<file path="src/hw/touch_pkg.sv">
package touch_pkg;

    // One transfer on the I2C wires, three clk phases each
    typedef enum logic [1:0] {
        CMD_START,
        CMD_STOP,
        CMD_WRITE,
        CMD_READ
    } bus_cmd_t;

    typedef enum logic [3:0] {
        IDLE,
        START_WR,
        SLAVE_ADDR_WR,   // 7-bit address, write flag, ack slot
        REG_ADDR,        // Register pointer, ack slot
        STOP_WR,
        START_RD,
        SLAVE_ADDR_RD,   // 7-bit address, read flag, ack slot
        READ_BYTE,
        MASTER_NACK,
        STOP_RD
    } seq_state_t;

    // Coordinate registers of the touch controller
    typedef enum logic [7:0] {
        XH = 8'h03,
        XL = 8'h04,
        YH = 8'h05,
        YL = 8'h06
    } reg_addr_t;

    localparam logic [6:0] SLAVE_ADDR = 7'h38;

    localparam int PHASES_PER_BIT = 3;   // clk cycles per bus command

    // 40 commands per register transaction, four registers per frame
    localparam int CMDS_PER_REG   = 40;
    localparam int CMDS_PER_FRAME = 4 * CMDS_PER_REG;

endpackage
</file>
<file path="src/hw/touch_i2c_top.sv">
module touch_i2c_top (
    input  logic        clk,
    input  logic        nRst,
    input  logic        inter,
    input  logic        sda_in,
    output logic        scl,
    output logic        sda_out,
    output logic        sda_oeb,
    output logic [31:0] data_out,
    output logic        done
);

    touch_pkg::bus_cmd_t cmd;

    logic pending;
    logic take;
    logic sda_sync;
    logic cmd_strobe;
    logic wr_bit;
    logic bit_done;
    logic rd_bit;

    touch_irq_detect u_irq (
        .clk      (clk),
        .nRst     (nRst),
        .inter    (inter),
        .sda_in   (sda_in),
        .take     (take),
        .pending  (pending),
        .sda_sync (sda_sync)
    );

    touch_read_sequencer u_seq (
        .clk        (clk),
        .nRst       (nRst),
        .pending    (pending),
        .take       (take),
        .cmd_strobe (cmd_strobe),
        .cmd        (cmd),
        .wr_bit     (wr_bit),
        .bit_done   (bit_done),
        .rd_bit     (rd_bit),
        .data_out   (data_out),
        .done       (done)
    );

    i2c_bit_engine u_bit (
        .clk        (clk),
        .nRst       (nRst),
        .cmd_strobe (cmd_strobe),
        .cmd        (cmd),
        .wr_bit     (wr_bit),
        .sda_sync   (sda_sync),
        .bit_done   (bit_done),
        .rd_bit     (rd_bit),
        .scl        (scl),
        .sda_out    (sda_out),
        .sda_oeb    (sda_oeb)
    );

endmodule

</file>
<file path="src/hw/i2c_bit_engine.sv">
module i2c_bit_engine (
    input  logic                clk,
    input  logic                nRst,
    input  logic                cmd_strobe,
    input  touch_pkg::bus_cmd_t cmd,
    input  logic                wr_bit,
    input  logic                sda_sync,
    output logic                bit_done,
    output logic                rd_bit,
    output logic                scl,
    output logic                sda_out,
    output logic                sda_oeb
);

    localparam logic [1:0] LAST_PHASE = 2'(touch_pkg::PHASES_PER_BIT - 1);

    touch_pkg::bus_cmd_t cmd_q, act_cmd;
    logic [1:0] phase, next_phase;
    logic       busy;
    logic       launch;
    logic       ending;
    logic       scl_n, sda_out_n, sda_oeb_n;

    assign launch     = cmd_strobe && !busy;
    assign ending     = busy && (phase == LAST_PHASE);
    assign act_cmd    = launch ? cmd : cmd_q;
    assign next_phase = launch ? 2'd0 : phase + 2'd1;

    always_comb begin : line_levels
        scl_n     = scl;
        sda_out_n = sda_out;
        sda_oeb_n = sda_oeb;
        if (ending) begin
            scl_n     = (cmd_q == touch_pkg::CMD_STOP);   // Bus free only after a stop
            sda_oeb_n = 1'b0;
            if (cmd_q == touch_pkg::CMD_READ) begin
                sda_out_n = 1'b1;
            end
        end else if (launch || busy) begin
            case (act_cmd)
                touch_pkg::CMD_START: begin
                    if (next_phase == 2'd0) begin
                        sda_out_n = 1'b0;   // Falls while scl is high
                        sda_oeb_n = 1'b0;
                    end else begin
                        scl_n = 1'b0;
                    end
                end
                touch_pkg::CMD_STOP: begin
                    case (next_phase)
                        2'd0: begin
                            sda_out_n = 1'b0;
                            sda_oeb_n = 1'b0;
                        end
                        2'd1:    scl_n     = 1'b1;
                        default: sda_out_n = 1'b1;   // Rises while scl is high
                    endcase
                end
                default: begin
                    if (next_phase == 2'd0) begin
                        scl_n     = 1'b0;
                        sda_out_n = (act_cmd == touch_pkg::CMD_WRITE) ? wr_bit : 1'b1;
                        sda_oeb_n = (act_cmd == touch_pkg::CMD_READ);
                    end else begin
                        scl_n = 1'b1;
                    end
                end
            endcase
        end
    end

    always_ff @(posedge clk, negedge nRst) begin
        if (!nRst) begin
            phase    <= 2'd0;
            busy     <= 1'b0;
            bit_done <= 1'b0;
            scl      <= 1'b1;
            sda_out  <= 1'b1;
            sda_oeb  <= 1'b0;
        end else begin
            scl      <= scl_n;
            sda_out  <= sda_out_n;
            sda_oeb  <= sda_oeb_n;
            bit_done <= busy && (phase == LAST_PHASE - 2'd1);
            if (launch) begin
                busy  <= 1'b1;
                phase <= 2'd0;
            end else if (ending) begin
                busy <= 1'b0;
            end else if (busy) begin
                phase <= next_phase;
            end
        end
    end

    always_ff @(posedge clk) begin
        if (launch) begin
            cmd_q <= cmd;
        end
        if (busy && phase == LAST_PHASE - 2'd1) begin
            rd_bit <= sda_sync;   // Sampled mid-high of scl
        end
    end

endmodule

</file>
<file path="src/hw/touch_read_sequencer.sv">
module touch_read_sequencer (
    input  logic                clk,
    input  logic                nRst,
    input  logic                pending,
    output logic                take,
    output logic                cmd_strobe,
    output touch_pkg::bus_cmd_t cmd,
    output logic                wr_bit,
    input  logic                bit_done,
    input  logic                rd_bit,
    output logic [31:0]         data_out,
    output logic                done
);

    touch_pkg::seq_state_t state, state_n;
    touch_pkg::reg_addr_t  reg_addr, reg_n;
    touch_pkg::bus_cmd_t   cmd_n;

    logic [3:0]  bit_cnt, cnt_n;
    logic [3:0]  last_cnt;
    logic [7:0]  tx_byte;
    logic [1:0]  lane;
    logic [31:0] shadow;
    logic        issue;
    logic        finish;
    logic        bit_n;

    assign last_cnt = (state == touch_pkg::READ_BYTE) ? 4'd7 : 4'd8;   // No ack slot in a read
    assign lane     = 2'(reg_addr - touch_pkg::XH);

    always_comb begin : next_step
        state_n = state;
        cnt_n   = bit_cnt;
        reg_n   = reg_addr;
        issue   = 1'b0;
        finish  = 1'b0;
        case (state)
            touch_pkg::IDLE: begin
                if (pending) begin
                    state_n = touch_pkg::START_WR;
                    cnt_n   = 4'd0;
                    reg_n   = touch_pkg::XH;
                    issue   = 1'b1;
                end
            end
            touch_pkg::STOP_RD: begin
                if (bit_done) begin
                    if (reg_addr == touch_pkg::YL) begin
                        state_n = touch_pkg::IDLE;   // Frame complete
                        finish  = 1'b1;
                    end else begin
                        state_n = touch_pkg::START_WR;
                        reg_n   = touch_pkg::reg_addr_t'(reg_addr + 8'd1);
                        issue   = 1'b1;
                    end
                end
            end
            touch_pkg::SLAVE_ADDR_WR, touch_pkg::REG_ADDR,
            touch_pkg::SLAVE_ADDR_RD, touch_pkg::READ_BYTE: begin
                if (bit_done) begin
                    issue = 1'b1;
                    if (bit_cnt == last_cnt) begin
                        cnt_n = 4'd0;
                        case (state)
                            touch_pkg::SLAVE_ADDR_WR: state_n = touch_pkg::REG_ADDR;
                            touch_pkg::REG_ADDR:      state_n = touch_pkg::STOP_WR;
                            touch_pkg::SLAVE_ADDR_RD: state_n = touch_pkg::READ_BYTE;
                            default:                  state_n = touch_pkg::MASTER_NACK;
                        endcase
                    end else begin
                        cnt_n = bit_cnt + 4'd1;
                    end
                end
            end
            default: begin
                // Single-command states
                if (bit_done) begin
                    issue = 1'b1;
                    case (state)
                        touch_pkg::START_WR:    state_n = touch_pkg::SLAVE_ADDR_WR;
                        touch_pkg::STOP_WR:     state_n = touch_pkg::START_RD;
                        touch_pkg::START_RD:    state_n = touch_pkg::SLAVE_ADDR_RD;
                        default:                state_n = touch_pkg::STOP_RD;
                    endcase
                end
            end
        endcase
    end

    always_comb begin : command_select
        case (state_n)
            touch_pkg::SLAVE_ADDR_WR: tx_byte = {touch_pkg::SLAVE_ADDR, 1'b0};
            touch_pkg::SLAVE_ADDR_RD: tx_byte = {touch_pkg::SLAVE_ADDR, 1'b1};
            default:                  tx_byte = reg_n;
        endcase
        bit_n = 1'b1;   // Released line unless a data bit is sent
        case (state_n)
            touch_pkg::START_WR, touch_pkg::START_RD: cmd_n = touch_pkg::CMD_START;
            touch_pkg::STOP_WR, touch_pkg::STOP_RD:   cmd_n = touch_pkg::CMD_STOP;
            touch_pkg::READ_BYTE:                     cmd_n = touch_pkg::CMD_READ;
            touch_pkg::MASTER_NACK:                   cmd_n = touch_pkg::CMD_WRITE;
            default: begin
                if (cnt_n < 4'd8) begin
                    cmd_n = touch_pkg::CMD_WRITE;
                    bit_n = tx_byte[3'(4'd7 - cnt_n)];   // MSB first
                end else begin
                    cmd_n = touch_pkg::CMD_READ;         // Slave ack, not checked
                end
            end
        endcase
    end

    always_ff @(posedge clk, negedge nRst) begin
        if (!nRst) begin
            state      <= touch_pkg::IDLE;
            bit_cnt    <= 4'd0;
            reg_addr   <= touch_pkg::XH;
            take       <= 1'b0;
            cmd_strobe <= 1'b0;
            done       <= 1'b0;
            data_out   <= 32'd0;
        end else begin
            state      <= state_n;
            bit_cnt    <= cnt_n;
            reg_addr   <= reg_n;
            take       <= (state == touch_pkg::IDLE) && pending;
            cmd_strobe <= issue;
            done       <= finish;
            if (finish) begin
                data_out <= shadow;
            end
        end
    end

    always_ff @(posedge clk) begin
        cmd    <= cmd_n;
        wr_bit <= bit_n;
        if (bit_done && state == touch_pkg::READ_BYTE) begin
            shadow[{lane, 3'(4'd7 - bit_cnt)}] <= rd_bit;
        end
    end

endmodule

</file>
<file path="src/hw/touch_irq_detect.sv">
module touch_irq_detect (
    input  logic clk,
    input  logic nRst,
    input  logic inter,
    input  logic sda_in,
    input  logic take,
    output logic pending,
    output logic sda_sync
);

    logic inter_meta;
    logic inter_sync;
    logic inter_prev;
    logic sda_meta;
    logic irq_edge;

    // Both lines idle high, so the synchronizers reset to 1
    always_ff @(posedge clk, negedge nRst) begin
        if (!nRst) begin
            inter_meta <= 1'b1;
            inter_sync <= 1'b1;
            inter_prev <= 1'b1;
            sda_meta   <= 1'b1;
            sda_sync   <= 1'b1;
        end else begin
            inter_meta <= inter;
            inter_sync <= inter_meta;
            inter_prev <= inter_sync;
            sda_meta   <= sda_in;
            sda_sync   <= sda_meta;
        end
    end

    assign irq_edge = inter_prev && !inter_sync;   // Active-low interrupt asserted

    // A new edge beats take, so a touch during a frame stays queued
    always_ff @(posedge clk, negedge nRst) begin
        if (!nRst) begin
            pending <= 1'b0;
        end else if (irq_edge) begin
            pending <= 1'b1;
        end else if (take) begin
            pending <= 1'b0;
        end
    end

endmodule

</file>
<file path="config.mk">
export PLATFORM = sky130hd
export DESIGN_NAME = touch_i2c_top
export DESIGN_NICKNAME = d
export VERILOG_FILES = /design/src/hw/touch_pkg.sv /design/src/hw/touch_i2c_top.sv /design/src/hw/i2c_bit_engine.sv /design/src/hw/touch_read_sequencer.sv /design/src/hw/touch_irq_detect.sv
export SDC_FILE = /design/constraint.sdc
export NUM_CORES = 1
export LEC_CHECK = 0
export ABC_CLOCK_PERIOD_IN_PS = 3400
export BUFFER_PORTS_ARGS = -buffer_cell sky130_fd_sc_hd__clkbuf_2
export CORE_UTILIZATION = 59
export DETAILED_ROUTE_END_ITERATION = 16
export PLACE_DENSITY = 0.79
export SLEW_MARGIN = 20
export SYNTH_ARGS = -nofsm -noshare
export SYNTH_HDL_FRONTEND = slang
export SYNTH_SLANG_ARGS = --single-unit
</file>
<file path="constraint.sdc">
create_clock -name clk -period 3.4 [get_ports clk]
set_input_delay 0.34 -clock clk [delete_from_list [all_inputs] [get_ports clk]]
set_output_delay 0.34 -clock clk [all_outputs]
set_load 0.02 [all_outputs]
</file>
==> run summary <==
- drt initial violations: 146
- Syn Nets: 399
- register bit count reported by yosys: 102
- post-route cell area: 0.00503 mm^2
- Synth Warn #: 0
- CTS hold repair buffers: 0
- total length of routed wires: 8440 um
- cells on worst reg2reg path: 8
- Boundary Pins: 40
- antenna diode count: 0
- number of cells upsized or downsized after cts: 0
- kind of capture point of the worst setup path: flop
- DIE AREA: 0.00811 mm^2
- post-layout net count: 438
- maximum count of clock buffers along a single path: 2
- remaining global-route overflow: 0
- post-synthesis instance total: 383
- required time of the critical path: 3.64 ns
- post-route total power: 3.29 mW
- global-route track usage on met3: 4.40%
- max_cap viols: 0
- placed wire-length estimate after detailed placement: 5840 um
- H-Tree Level Count: 3
- Worst Path Class, Setup: reg -> reg
- dominant synthesized flop cell: sky130_fd_sc_hd__dfrtp_1
- die height: 90.1 um
- non-filler cells in the finished layout: 526
- Worst Hold Launch: sda_in
- largest net degree at the start of global routing: 65
- Synth Area per Inst: 11.9 um^2
- count of vias placed by the detailed router: 3061
- Crit Path Max Fanout: 7
- Setup Total Neg Slack: 0 ns
- Fillers: 519
- worst clock skew: 0.0145 ns
- Tcrit/Tclk final: 79.1%
- CTS tree: done
- DIE WIDTH: 90.1 um
- Leak: 2.24 nW
- share of cells above drive strength 1: 24.8%
- met2 track demand over resource in global routing: 34.7%
- Fmax achieved: 372 MHz
- via density per instance: 5.82
- number of synthesized flops with an enable pin: 33
- final number of max-transition violations: 0
- endpoint of the most critical register-to-register path: u_seq.wr_bit$_SDFF_PP1_
- Hold Vio Cnt, Final: 0
- FFs w/ async S/R, synth: 62.7%
- Max-Slew Margin vs Limit: 41.9%
- area occupied by multi-input gates: 0.00174 mm^2
- total power divided by cell area: 654 mW/mm^2
- number of remaining DRC errors: 0
- Hold Crit Depth: 1
- number of buffers added on ports: 39
- worst hold slack across all endpoints: 0.0403 ns
- worst reg2reg startpoint: u_seq.reg_addr[1]$_DFF_PN1_
- global-route wire length before repair: 14000 um
- later-pin clock latency in the skew report: 0.38 ns
- RD Place Congestion: 0.884
- RSZ-0062 raised after global routing: false
- placed cell count: 510
- area growth from synthesis to layout: 10.1%
- share of synthesized area occupied by flip-flops and latches: 59.1%
- met1 GRT Util: 30.5%
- result of the run: completed
- final critical path time including I/O delays and setup: 2.69 ns
- antenna violations before repair: 0
- starting utilization of the core area: 62.1%
- Slew @ Worst Pin: 0.872 ns
- via count of the first global-routing pass: 2807
- standard cell area after detailed placement: 0.00485 mm^2
- core region area: 0.00737 mm^2
- VDD IR-drop max: 326 uV
- number of CTS-inserted buffers: 9
- num rows: 31
- top library cells by usage in the layout, fill and taps aside: sky130_fd_sc_hd__dfrtp_1, sky130_fd_sc_hd__nor2_1, sky130_fd_sc_hd__clkbuf_2
- final setup fails: 0
- Post-CTS Repair Setup Buffers: 0
- Worst Hold Endpoint: u_irq.sda_meta$_DFF_PN1_
- number of unique standard cell types used by synthesis: 56
- most utilized layer in the global route result: met2
- startpoint types: flop
- count of clock tree sinks: 102
- most common cell after layout, fill and taps aside: sky130_fd_sc_hd__dfrtp_1
- router iterations before antenna repair: 4
- Hold WC Path Type: in -> reg
- detail-routed net length per standard cell: 16.0 um
- Mapped Area: 0.00457 mm^2
- total area of sequential cells: 0.00270 mm^2
- GR Util All Layers: 22.1%
- Reg clk slew, reported paths: 0.09 ns
- reg-to-reg setup timing slack: 0.71 ns
- clock root buffer: sky130_fd_sc_hd__clkbuf_8
- arrival time at the worst endpoint: 2.93 ns
- Antenna Violating Nets Remaining: 0
-- worst max-delay path, cell delays in order (launching register included) --
cell	delay (ns)
sky130_fd_sc_hd__dfstp_2	0.59
sky130_fd_sc_hd__ha_1	0.19
sky130_fd_sc_hd__or4b_4	0.50
sky130_fd_sc_hd__o21ai_1	0.39
sky130_fd_sc_hd__a21oi_1	0.12
sky130_fd_sc_hd__a211oi_1	0.23
sky130_fd_sc_hd__a311oi_1	0.08
sky130_fd_sc_hd__o311ai_0	0.35
sky130_fd_sc_hd__nand4_1	0.12
-- synthesized netlist by cell type (6+ instances only) --
cell type,n,area [um^2]
sky130_fd_sc_hd__a21oi_1,11,55.1
sky130_fd_sc_hd__clkbuf_1,8,30.0
sky130_fd_sc_hd__dfrtp_1,55,1380
sky130_fd_sc_hd__dfstp_2,9,236
sky130_fd_sc_hd__edfxtp_1,33,991
sky130_fd_sc_hd__ha_1,12,150
sky130_fd_sc_hd__inv_1,21,78.8
sky130_fd_sc_hd__mux2_2,34,383
sky130_fd_sc_hd__nand2_1,26,97.6
sky130_fd_sc_hd__nand2b_1,9,56.3
sky130_fd_sc_hd__nand3_1,6,30.0
sky130_fd_sc_hd__nor2_1,46,173
sky130_fd_sc_hd__o21ai_0,18,90.1
-- state kept, by name, indices dropped and copies added (netlist names), 2 cells and up --
signal	flops
u_seq.state	4
u_seq.data_out	32
u_seq.shadow	32
u_seq.bit_cnt	4
u_seq.reg_addr	8
u_bit.cmd_q	2
u_bit.phase	2
u_seq.cmd	2
-- per-layer routing --
metal | share of wire (%) | wire [um]
met1 | 45 | 3820
met2 | 49 | 4110
met3 | 4.4 | 372
met4 | 1.7 | 142
met5 | 0 | 0
-- kinds of logic after synthesis --
| kind of cell | count (synthesis) | synth area share [%] |
|---|---|---|
| muxes | 39 | 9.46 |
| buffers and inverters | 34 | 2.93 |
| AOI/OAI and AO/OA | 65 | 9.68 |
| DFF | 102 | 59.1 |
| adders and majority gates | 12 | 3.28 |
| and+or+nand+nor | 131 | 15.5 |
-- report_power, final --
part	switching, mW	internal [mW]	leakage [nW]	total [mW]
registers	0.215	1.44	1.17	1.65
logic	0.568	0.367	0.979	0.936
clock network	0.429	0.276	0.0930	0.705
-- area by class of cell --
cell class              instances  share of cell area, %
well taps                      99                   2.46
clock inverters                 7                   1.14
clock buffers                   9                   2.46
inverters                      21                   1.57
multi-input cells             247                   34.5
flip-flops and latches        102                   53.7
repair buffers                 41                   4.17
-- worst max path at each step --
stage                                startpoint                 endpoint  cells after the start
floorplan           u_seq.reg_addr[1]$_DFF_PN1_  u_seq.wr_bit$_SDFF_PP1_                      8
global placement    u_seq.reg_addr[1]$_DFF_PN1_  u_seq.wr_bit$_SDFF_PP1_                      8
detailed placement  u_seq.reg_addr[1]$_DFF_PN1_  u_seq.wr_bit$_SDFF_PP1_                      8
CTS                 u_seq.reg_addr[1]$_DFF_PN1_  u_seq.wr_bit$_SDFF_PP1_                      8
global route        u_seq.reg_addr[1]$_DFF_PN1_  u_seq.wr_bit$_SDFF_PP1_                      8
finish              u_seq.reg_addr[1]$_DFF_PN1_  u_seq.wr_bit$_SDFF_PP1_                      8
-- stage by stage --
step	util (%)	worst slack, ns
floorplan	-	0.962
global placement	65.9	0.847
detailed placement	65.9	0.731
CTS	68.3	0.697
global route	68.3	0.419
finish	68.3	0.711
Power figures use the tool's default switching activity.
